File: config.mk
export PLATFORM = sky130hd
export DESIGN_NAME = store_buffer_top
export DESIGN_NICKNAME = d
export VERILOG_FILES = /design/src/design/stb_geom_pkg.sv /design/src/design/stb_ctrl_pkg.sv /design/src/design/stb_datapath.sv /design/src/design/stb_ack_timer.sv /design/src/design/stb_drain_fsm.sv /design/src/design/store_buffer_top.sv
export SDC_FILE = /design/constraint.sdc
export NUM_CORES = 1
export LEC_CHECK = 0
export BUFFER_PORTS_ARGS = -buffer_cell sky130_fd_sc_hd__buf_2
export CAP_MARGIN = 20
export CORE_MARGIN = 2
export CORE_UTILIZATION = 35
export CTS_CLUSTER_SIZE = 12
export DETAILED_ROUTE_END_ITERATION = 8
export GPL_TIMING_DRIVEN = 0
export PLACE_DENSITY = 0.52
export SYNTH_ARGS = -nofsm -noshare
export SYNTH_HDL_FRONTEND = slang
export SYNTH_HIERARCHICAL = 1
export SYNTH_SLANG_ARGS = --single-unit
File: constraint.sdc
create_clock -name clk -period 4.9 [get_ports clk]
set_clock_uncertainty 0.2 [all_clocks]
set_input_delay 0.735 -clock clk [delete_from_list [all_inputs] [get_ports clk]]
set_output_delay 0.735 -clock clk [all_outputs]
set_load 0.02 [all_outputs]
File: src/design/stb_geom_pkg.sv
//--------------------------------------------------------------------------
// Geometry of the store buffer: widths of one store and the queue depth
// One slot always stays free, so STB_DEPTH-1 stores fit at once
// STB_DEPTH is expected to be a power of two of at least 2
//--------------------------------------------------------------------------

package stb_geom_pkg;

    // One store as presented by the LSU
    localparam int STB_ADDR_W = 32;    // Byte address
    localparam int STB_DATA_W = 32;    // One data word
    localparam int STB_SEL_W  = 4;     // Byte lane selects

    // Circular queue
    localparam int STB_DEPTH  = 4;     // Slots, not usable entries
    localparam int STB_IDX_W  = $clog2(STB_DEPTH);

endpackage

File: src/design/stb_ctrl_pkg.sv
//--------------------------------------------------------------------------
// Control constants of the store buffer drain logic
// State codes are plain localparams of ST_W bits
// ACK_TIMEOUT counts cycles of one cache request before a reissue
// TMR_W must be able to hold ACK_TIMEOUT-1
//--------------------------------------------------------------------------

package stb_ctrl_pkg;

    // Drain FSM encoding
    localparam int ST_W = 2;
    localparam logic [ST_W-1:0] ST_IDLE   = 2'd0;  // Nothing on the cache port
    localparam logic [ST_W-1:0] ST_BYPASS = 2'd1;  // LSU word straight to cache
    localparam logic [ST_W-1:0] ST_ISSUE  = 2'd2;  // Head entry on the cache port
    localparam logic [ST_W-1:0] ST_RETRY  = 2'd3;  // One dead cycle after timeout

    // Acknowledge watchdog
    localparam int ACK_TIMEOUT = 16;   // Cycles per request attempt
    localparam int TMR_W       = 5;

endpackage

File: src/design/stb_datapath.sv
//--------------------------------------------------------------------------
// Store buffer storage: circular queue of STB_DEPTH slots
// Full when the write index is one behind the read index, so one slot
// is never used. Writes and pops are not checked against full/empty,
// the FSM must only strobe them when legal
// Cache outputs read zero when neither bypass nor rd_sel is active
//--------------------------------------------------------------------------

module stb_datapath
    import stb_geom_pkg::*;
(
    input  logic                  clk,
    input  logic                  rst_n,

    // Store from the LSU
    input  logic [STB_ADDR_W-1:0] lsu_addr,
    input  logic [STB_DATA_W-1:0] lsu_wdata,
    input  logic [STB_SEL_W-1:0]  lsu_sel,

    // Strobes from the drain FSM
    input  logic                  stb_wr_en,    // Push at write index
    input  logic                  stb_rd_en,    // Pop the head
    input  logic                  rd_sel,       // Head entry onto cache port
    input  logic                  stb_bypass,   // LSU word onto cache port

    // Cache request payload
    output logic [STB_ADDR_W-1:0] dcache_addr,
    output logic [STB_DATA_W-1:0] dcache_wdata,
    output logic [STB_SEL_W-1:0]  dcache_sel,

    // Queue status
    output logic                  stb_full,
    output logic                  stb_empty
);

    // Slot storage, no reset needed
    logic [STB_ADDR_W-1:0] addr_q [STB_DEPTH];
    logic [STB_DATA_W-1:0] data_q [STB_DEPTH];
    logic [STB_SEL_W-1:0]  sel_q  [STB_DEPTH];

    logic [STB_IDX_W-1:0]  wr_idx;
    logic [STB_IDX_W-1:0]  rd_idx;
    logic [STB_IDX_W-1:0]  wr_idx_nxt;   // Write index plus one, wrapped
    logic [STB_IDX_W-1:0]  rd_idx_nxt;

    localparam logic [STB_IDX_W-1:0] LAST_IDX = STB_IDX_W'(STB_DEPTH - 1);

    assign wr_idx_nxt = (wr_idx == LAST_IDX) ? '0 : wr_idx + 1'b1;
    assign rd_idx_nxt = (rd_idx == LAST_IDX) ? '0 : rd_idx + 1'b1;

    // Write index
    always_ff @(posedge clk or negedge rst_n) begin
        if (!rst_n) begin
            wr_idx <= '0;
        end else if (stb_wr_en) begin
            wr_idx <= wr_idx_nxt;
        end
    end

    // Read index, moves on cache acknowledge
    always_ff @(posedge clk or negedge rst_n) begin
        if (!rst_n) begin
            rd_idx <= '0;
        end else if (stb_rd_en) begin
            rd_idx <= rd_idx_nxt;
        end
    end

    // Entry lands on the accept edge
    always_ff @(posedge clk) begin
        if (stb_wr_en) begin
            addr_q[wr_idx] <= lsu_addr;
            data_q[wr_idx] <= lsu_wdata;
            sel_q[wr_idx]  <= lsu_sel;
        end
    end

    // Cache port mux, bypass has priority
    always_comb begin
        if (stb_bypass) begin
            dcache_addr  = lsu_addr;
            dcache_wdata = lsu_wdata;
            dcache_sel   = lsu_sel;
        end else if (rd_sel) begin
            dcache_addr  = addr_q[rd_idx];   // Head entry
            dcache_wdata = data_q[rd_idx];
            dcache_sel   = sel_q[rd_idx];
        end else begin
            dcache_addr  = '0;
            dcache_wdata = '0;
            dcache_sel   = '0;
        end
    end

    // Status flags
    assign stb_full  = (wr_idx_nxt == rd_idx);
    assign stb_empty = (wr_idx == rd_idx);

endmodule

File: src/design/stb_ack_timer.sv
//--------------------------------------------------------------------------
// Acknowledge watchdog for one cache request
// Counts cycles while tmr_run is high, clears as soon as it drops
// tmr_expired is high in the ACK_TIMEOUT-th cycle of a request, and
// stays high while tmr_run is held beyond that
//--------------------------------------------------------------------------

module stb_ack_timer
    import stb_ctrl_pkg::*;
(
    input  logic clk,
    input  logic rst_n,
    input  logic tmr_run,       // Request outstanding
    output logic tmr_expired
);

    localparam logic [TMR_W-1:0] LIMIT = TMR_W'(ACK_TIMEOUT - 1);

    logic [TMR_W-1:0] cnt;
    logic             at_limit;

    assign at_limit = (cnt == LIMIT);

    always_ff @(posedge clk or negedge rst_n) begin
        if (!rst_n) begin
            cnt <= '0;
        end else if (!tmr_run) begin
            cnt <= '0;                 // Fresh count per attempt
        end else if (!at_limit) begin
            cnt <= cnt + 1'b1;         // Saturates at the limit
        end
    end

    assign tmr_expired = tmr_run && at_limit;

endmodule

File: src/design/stb_drain_fsm.sv
//--------------------------------------------------------------------------
// Drain FSM of the store buffer
// Accepts LSU stores into the queue, or bypasses one straight to the
// cache when the queue is empty and idle. Issues the head entry, pops it
// on dcache_ack, and after a timer expiry drops dcache_req for exactly
// one ST_RETRY cycle before reissuing the same request
// lsu_st_ack is combinational from lsu_st_req and dcache_ack
//--------------------------------------------------------------------------

module stb_drain_fsm
    import stb_ctrl_pkg::*;
(
    input  logic clk,
    input  logic rst_n,

    // LSU handshake
    input  logic lsu_st_req,     // Level, held until ack
    output logic lsu_st_ack,     // One-cycle pulse

    // Cache handshake
    input  logic dcache_ack,     // One-cycle pulse
    output logic dcache_req,     // Level until ack or timeout

    // Datapath control and status
    input  logic stb_full,
    input  logic stb_empty,
    output logic stb_wr_en,
    output logic stb_rd_en,
    output logic rd_sel,
    output logic stb_bypass,

    // Acknowledge timer
    input  logic tmr_expired,
    output logic tmr_run,
    output logic stb_timeout
);

    logic [ST_W-1:0] state;
    logic [ST_W-1:0] state_nxt;
    logic            retry_byp;   // Retry belongs to a bypassed store
    logic            waiting;     // Cache request outstanding
    logic            byp_start;
    logic            byp_hold;    // LSU word owned by the bypass path
    logic            give_up;

    assign waiting   = (state == ST_ISSUE) || (state == ST_BYPASS);
    assign byp_start = (state == ST_IDLE) && stb_empty && lsu_st_req;

    // Also covers the retry gap of a bypass, else the held word
    // would be queued a second time
    assign byp_hold  = (state == ST_BYPASS) || ((state == ST_RETRY) && retry_byp);

    assign give_up   = waiting && tmr_expired && !dcache_ack;  // Ack wins a tie

    // Queue accept, entry lands at this edge
    assign stb_wr_en  = lsu_st_req && !stb_full && !byp_start && !byp_hold;
    assign stb_rd_en  = (state == ST_ISSUE) && dcache_ack;     // Pop the head

    assign rd_sel     = (state == ST_ISSUE);
    assign stb_bypass = (state == ST_BYPASS);
    assign dcache_req = waiting;   // Low in ST_RETRY
    assign tmr_run    = waiting;
    assign stb_timeout = give_up;

    // Queued: ack on accept. Bypass: ack mirrors the cache
    assign lsu_st_ack = stb_wr_en || (stb_bypass && dcache_ack);

    // Next state
    always_comb begin
        state_nxt = state;
        case (state)
            ST_IDLE: begin
                if (byp_start) begin
                    state_nxt = ST_BYPASS;
                end else if (!stb_empty) begin
                    state_nxt = ST_ISSUE;          // Registered flag, one cycle late
                end
            end
            ST_BYPASS, ST_ISSUE: begin
                if (dcache_ack) begin
                    state_nxt = ST_IDLE;
                end else if (give_up) begin
                    state_nxt = ST_RETRY;
                end
            end
            ST_RETRY: begin
                state_nxt = retry_byp ? ST_BYPASS : ST_ISSUE;  // Same request again
            end
            default: state_nxt = ST_IDLE;
        endcase
    end

    always_ff @(posedge clk or negedge rst_n) begin
        if (!rst_n) begin
            state     <= ST_IDLE;
            retry_byp <= 1'b0;
        end else begin
            state <= state_nxt;
            if (give_up) begin
                retry_byp <= (state == ST_BYPASS);  // Remember what to reissue
            end
        end
    end

endmodule

File: src/design/store_buffer_top.sv
//--------------------------------------------------------------------------
// Store buffer top level
// LSU side: level request with address, data and byte selects, held
// until the one-cycle lsu_st_ack
// Cache side: level dcache_req, stable until the one-cycle dcache_ack
// No load forwarding and no store merging
//--------------------------------------------------------------------------

module store_buffer_top
    import stb_geom_pkg::*;
(
    input  logic                  clk,
    input  logic                  rst_n,

    // LSU store port
    input  logic                  lsu_st_req,
    input  logic [STB_ADDR_W-1:0] lsu_addr,
    input  logic [STB_DATA_W-1:0] lsu_wdata,
    input  logic [STB_SEL_W-1:0]  lsu_sel,
    output logic                  lsu_st_ack,

    // Data cache write port
    output logic                  dcache_req,
    output logic [STB_ADDR_W-1:0] dcache_addr,
    output logic [STB_DATA_W-1:0] dcache_wdata,
    output logic [STB_SEL_W-1:0]  dcache_sel,
    input  logic                  dcache_ack,

    // Status
    output logic                  stb_empty,
    output logic                  stb_timeout    // One-cycle pulse
);

    logic stb_wr_en;
    logic stb_rd_en;
    logic rd_sel;
    logic stb_bypass;
    logic stb_full;
    logic tmr_run;
    logic tmr_expired;

    stb_datapath u_datapath (
        .clk          (clk),
        .rst_n        (rst_n),
        .lsu_addr     (lsu_addr),
        .lsu_wdata    (lsu_wdata),
        .lsu_sel      (lsu_sel),
        .stb_wr_en    (stb_wr_en),
        .stb_rd_en    (stb_rd_en),
        .rd_sel       (rd_sel),
        .stb_bypass   (stb_bypass),
        .dcache_addr  (dcache_addr),
        .dcache_wdata (dcache_wdata),
        .dcache_sel   (dcache_sel),
        .stb_full     (stb_full),
        .stb_empty    (stb_empty)
    );

    stb_drain_fsm u_drain_fsm (
        .clk          (clk),
        .rst_n        (rst_n),
        .lsu_st_req   (lsu_st_req),
        .lsu_st_ack   (lsu_st_ack),
        .dcache_ack   (dcache_ack),
        .dcache_req   (dcache_req),
        .stb_full     (stb_full),
        .stb_empty    (stb_empty),
        .stb_wr_en    (stb_wr_en),
        .stb_rd_en    (stb_rd_en),
        .rd_sel       (rd_sel),
        .stb_bypass   (stb_bypass),
        .tmr_expired  (tmr_expired),
        .tmr_run      (tmr_run),
        .stb_timeout  (stb_timeout)
    );

    // Watches every cache request, bypass or queued
    stb_ack_timer u_ack_timer (
        .clk          (clk),
        .rst_n        (rst_n),
        .tmr_run      (tmr_run),
        .tmr_expired  (tmr_expired)
    );

endmodule

==> impl_metrics.tcl <==
set metrics [dict create \
    slew_headroom_pct 45.1 \
    cts_buffers 31 \
    nets 929 \
    syn_to_final_growth_pct 20.2 \
    synthMuxAreaShare_pct 12.2 \
    drt_first_pass_iters 6 \
    viasPerCell 4.82 \
    grt_pass1_vias 6428 \
    htree_levels 1 \
    rrSetupSlack_ns 0.97 \
    synth_most_common_cell "edfxtp_1" \
    synth_top_area_share_pct 70.7 \
    drv_slew 0 \
    cp_max_fo 10 \
    synth_nets 748 \
    hold_end "u_datapath/addr_q[0][14]" \
    ios 144 \
    grt_setup_unrepaired "no" \
    yosys_warnings 6 \
    r2r_start "u_datapath/rd_idx[1]" \
    port_buffers 143 \
    synthTopCellsByCount "272 x edfxtp_1, 137 x mux2i_1, 74 x nand2_1" \
    arrival_ns 3.07 \
    finalHoldViolCount 0 \
    max_freq_mhz 250 \
    antenna_found_initial 4 \
    register_area_um2 8470 \
    clk-insertion-delay-late_ns 0.55 \
    max_cap_viol_count 0 \
    cts_sinks 284 \
    cts-root-buf "clkbuf_16" \
    hold-worst-slack_ns 0.210 \
    gp_congestion 0.719 \
    outcome "finished clean" \
    worstHoldStart "lsu_addr[14]" \
    fin_ws_ns 0.895 \
    yosys.area_share.simple_pct 4.03 \
    filler_cell_count 3026 \
    ant_nets 0 \
    post-route-period-util_pct 81.7 \
    setup_viol 0 \
    min_path_cells 1 \
    postCtsSetupRepairBufs 0 \
    avgSynthCellArea_um2 17.4 \
    worstPathRequired_ns 3.96 \
    reg2reg_to "u_datapath/data_q[2][26]" \
    wl_per_cell_um 19.6 \
    syn-instance-count 665 \
    critPathLaunchType "register" \
    synth-xor-area-share_pct 0.455 \
    coreArea_um2 32500 \
    ctsHoldBuffers 1 \
    synthArstFlopShare_pct 4.23 \
    synth_top_family_by_area "multiplexers" \
    ir_drop_mv 0.312 \
    routed_wl_um 25700 \
    cts_buffer_depth 3 \
    drc 0 \
    ys_ff_latch 284 \
    ys_seq_area_share_pct 73.3 \
    cts_tree "done" \
    ys.flop_type "edfxtp_1" \
    synthTopCellsByArea "edfxtp_1 71%, mux2i_1 12%, o221ai_1 3.6%, dfrtp_1 2.6%, o221ai_2 2.6%" \
    num_vias 6340 \
    reg2reg_depth 10 \
    drt_first_iter_violations 321 \
    core.rowCount 66 \
    dp_slack_ns 0.919 \
    grt_pass1_wl_um 38400 \
    dieHeight_um 186 \
    grt_max_degree 46 \
    dp_hpwl_um 15400 \
    synth_adder_area_share_pct 1.19 \
    synth_compound_area_share_pct 6.73 \
    cts_resized 0 \
    drive_gt1_share_pct 28.3 \
    gr-total-overflow 0 \
    yosysUniqueCellTypes 35 \
    grt_usage_pct 14.8 \
    p_per_area_nw_per_um2 645 \
    multi_input_area_um2 2850 \
    die_x_um 186 \
    hold_path_class "in -> reg" \
    yosysTopAreaCell "edfxtp_1" \
    clkSlewWorstSetupHoldPaths_ns 0.06 \
    worst_pin_slew_ns 0.817 \
    power_leakage_nw 5.17 \
    synth_area_um2 11500 \
    fin_setup_tns_ns 0 \
    synth_edf_count 272 \
    die-area_um2 34500 \
    cp-end-kind "output pin" \
    start_util_pct 35.5 \
    fin_crit_ns 4.01 \
    crit_type "reg -> out" \
]
## cell usage in the layout (no fill, tap or decap), types with 3 or more instances in the layout
master     Yosys  routed
clkinv_2       0       5
and2_1        11       7
buf_2         23     166
dfrtp_1       12      12
and2_4         1       5
nor2b_1        3       3
nand2_1       74      74
buf_6          4       4
nand2b_1       3       3
clkinv_1       0       7
inv_1          5       5
clkbuf_16      0      31
xnor2_1        5       5
edfxtp_1     272     272
mux2i_1      137     137
o221ai_1      48      48
clkbuf_1      11      21
o221ai_2      20      20
ha_1          11      11
## stage by stage
step | total power [mW] | area, µm² | instances | utilization [%]
after floorplan | 5.72 | 11500 | 665 | -
after global placement | 6.90 | 12800 | 1250 | 39.4
after detailed placement | 6.93 | 12900 | 1254 | 39.7
after CTS | 9.11 | 13900 | 1312 | 42.6
after global routing | 9.46 | 13900 | 1312 | 42.6
final | 8.95 | 13900 | 1314 | 42.7
## state kept, by name, summed over array words and instances (netlist names)
signal                 cells
u_ack_timer/cnt            5
u_datapath/addr_q        128
u_datapath/data_q        128
u_datapath/rd_idx          2
u_datapath/sel_q          16
u_datapath/wr_idx          2
u_drain_fsm/retry_byp      1
u_drain_fsm/state          2
## power breakdown
group	internal [mW]	total [mW]	switching (mW)
registers	3.26	3.39	0.129
clock network	1.26	2.16	0.896
logic	1.18	3.40	2.22
## metal layers
layer	vias up	wire length (µm)	share of wire, %	global-route usage [%]
li1	3007	-	-	-
met1	3153	11400	44	19.2
met2	142	12100	47	24.8
met3	34	1770	6.9	4.34
met4	4	484	1.9	3.12
met5	-	21	0.082	0
## worst max-delay path by stage
stage	start	to	slack (ns)
3_3_place_gp	u_datapath/rd_idx[1]	u_datapath/data_q[1][25]	-1.28
3_5_place_dp	u_datapath/rd_idx[1]	u_datapath/data_q[2][25]	0.92
6_report	u_drain_fsm/state[1]	dcache_addr[14]	0.89
2_1_floorplan	u_datapath/rd_idx[1]	u_datapath/addr_q[1][0]	0.77
4_1_cts	u_drain_fsm/state[1]	dcache_addr[14]	0.78
5_1_grt	u_datapath/rd_idx[1]	u_datapath/addr_q[0][8]	0.64
## final cells by class
| type | instances | area share [%] |
|---|---|---|
| flip-flops and latches | 284 | 61.0 |
| repair buffers | 148 | 5.91 |
| clock inverters | 16 | 0.920 |
| clock buffers | 41 | 5.86 |
| diodes | 2 | 0.0361 |
| multi-input cells | 335 | 20.5 |
| well taps | 442 | 3.98 |
| inverters | 5 | 0.135 |
| plain buffers | 41 | 1.59 |
## critical path, cell delays in order, from the launching register on
cell and delay (ns):
dfrtp_1 0.41, inv_1 0.09, ha_1 0.27, buf_2 0.27, clkbuf_1 0.53, clkbuf_1 0.50
nand2_1 0.13, o221ai_2 0.11, buf_2 0.20
## cells by family after synthesis
kind of cell	Yosys count
AO/OA/AOI/OAI	77
XOR/XNOR	6
adder cells (fa/ha/maj)	11
buffers and inverters	46
AND/OR/NAND/NOR	101
flip-flops	284
multiplexers	140
No activity file was read; power rests on OpenSTA's default activity.
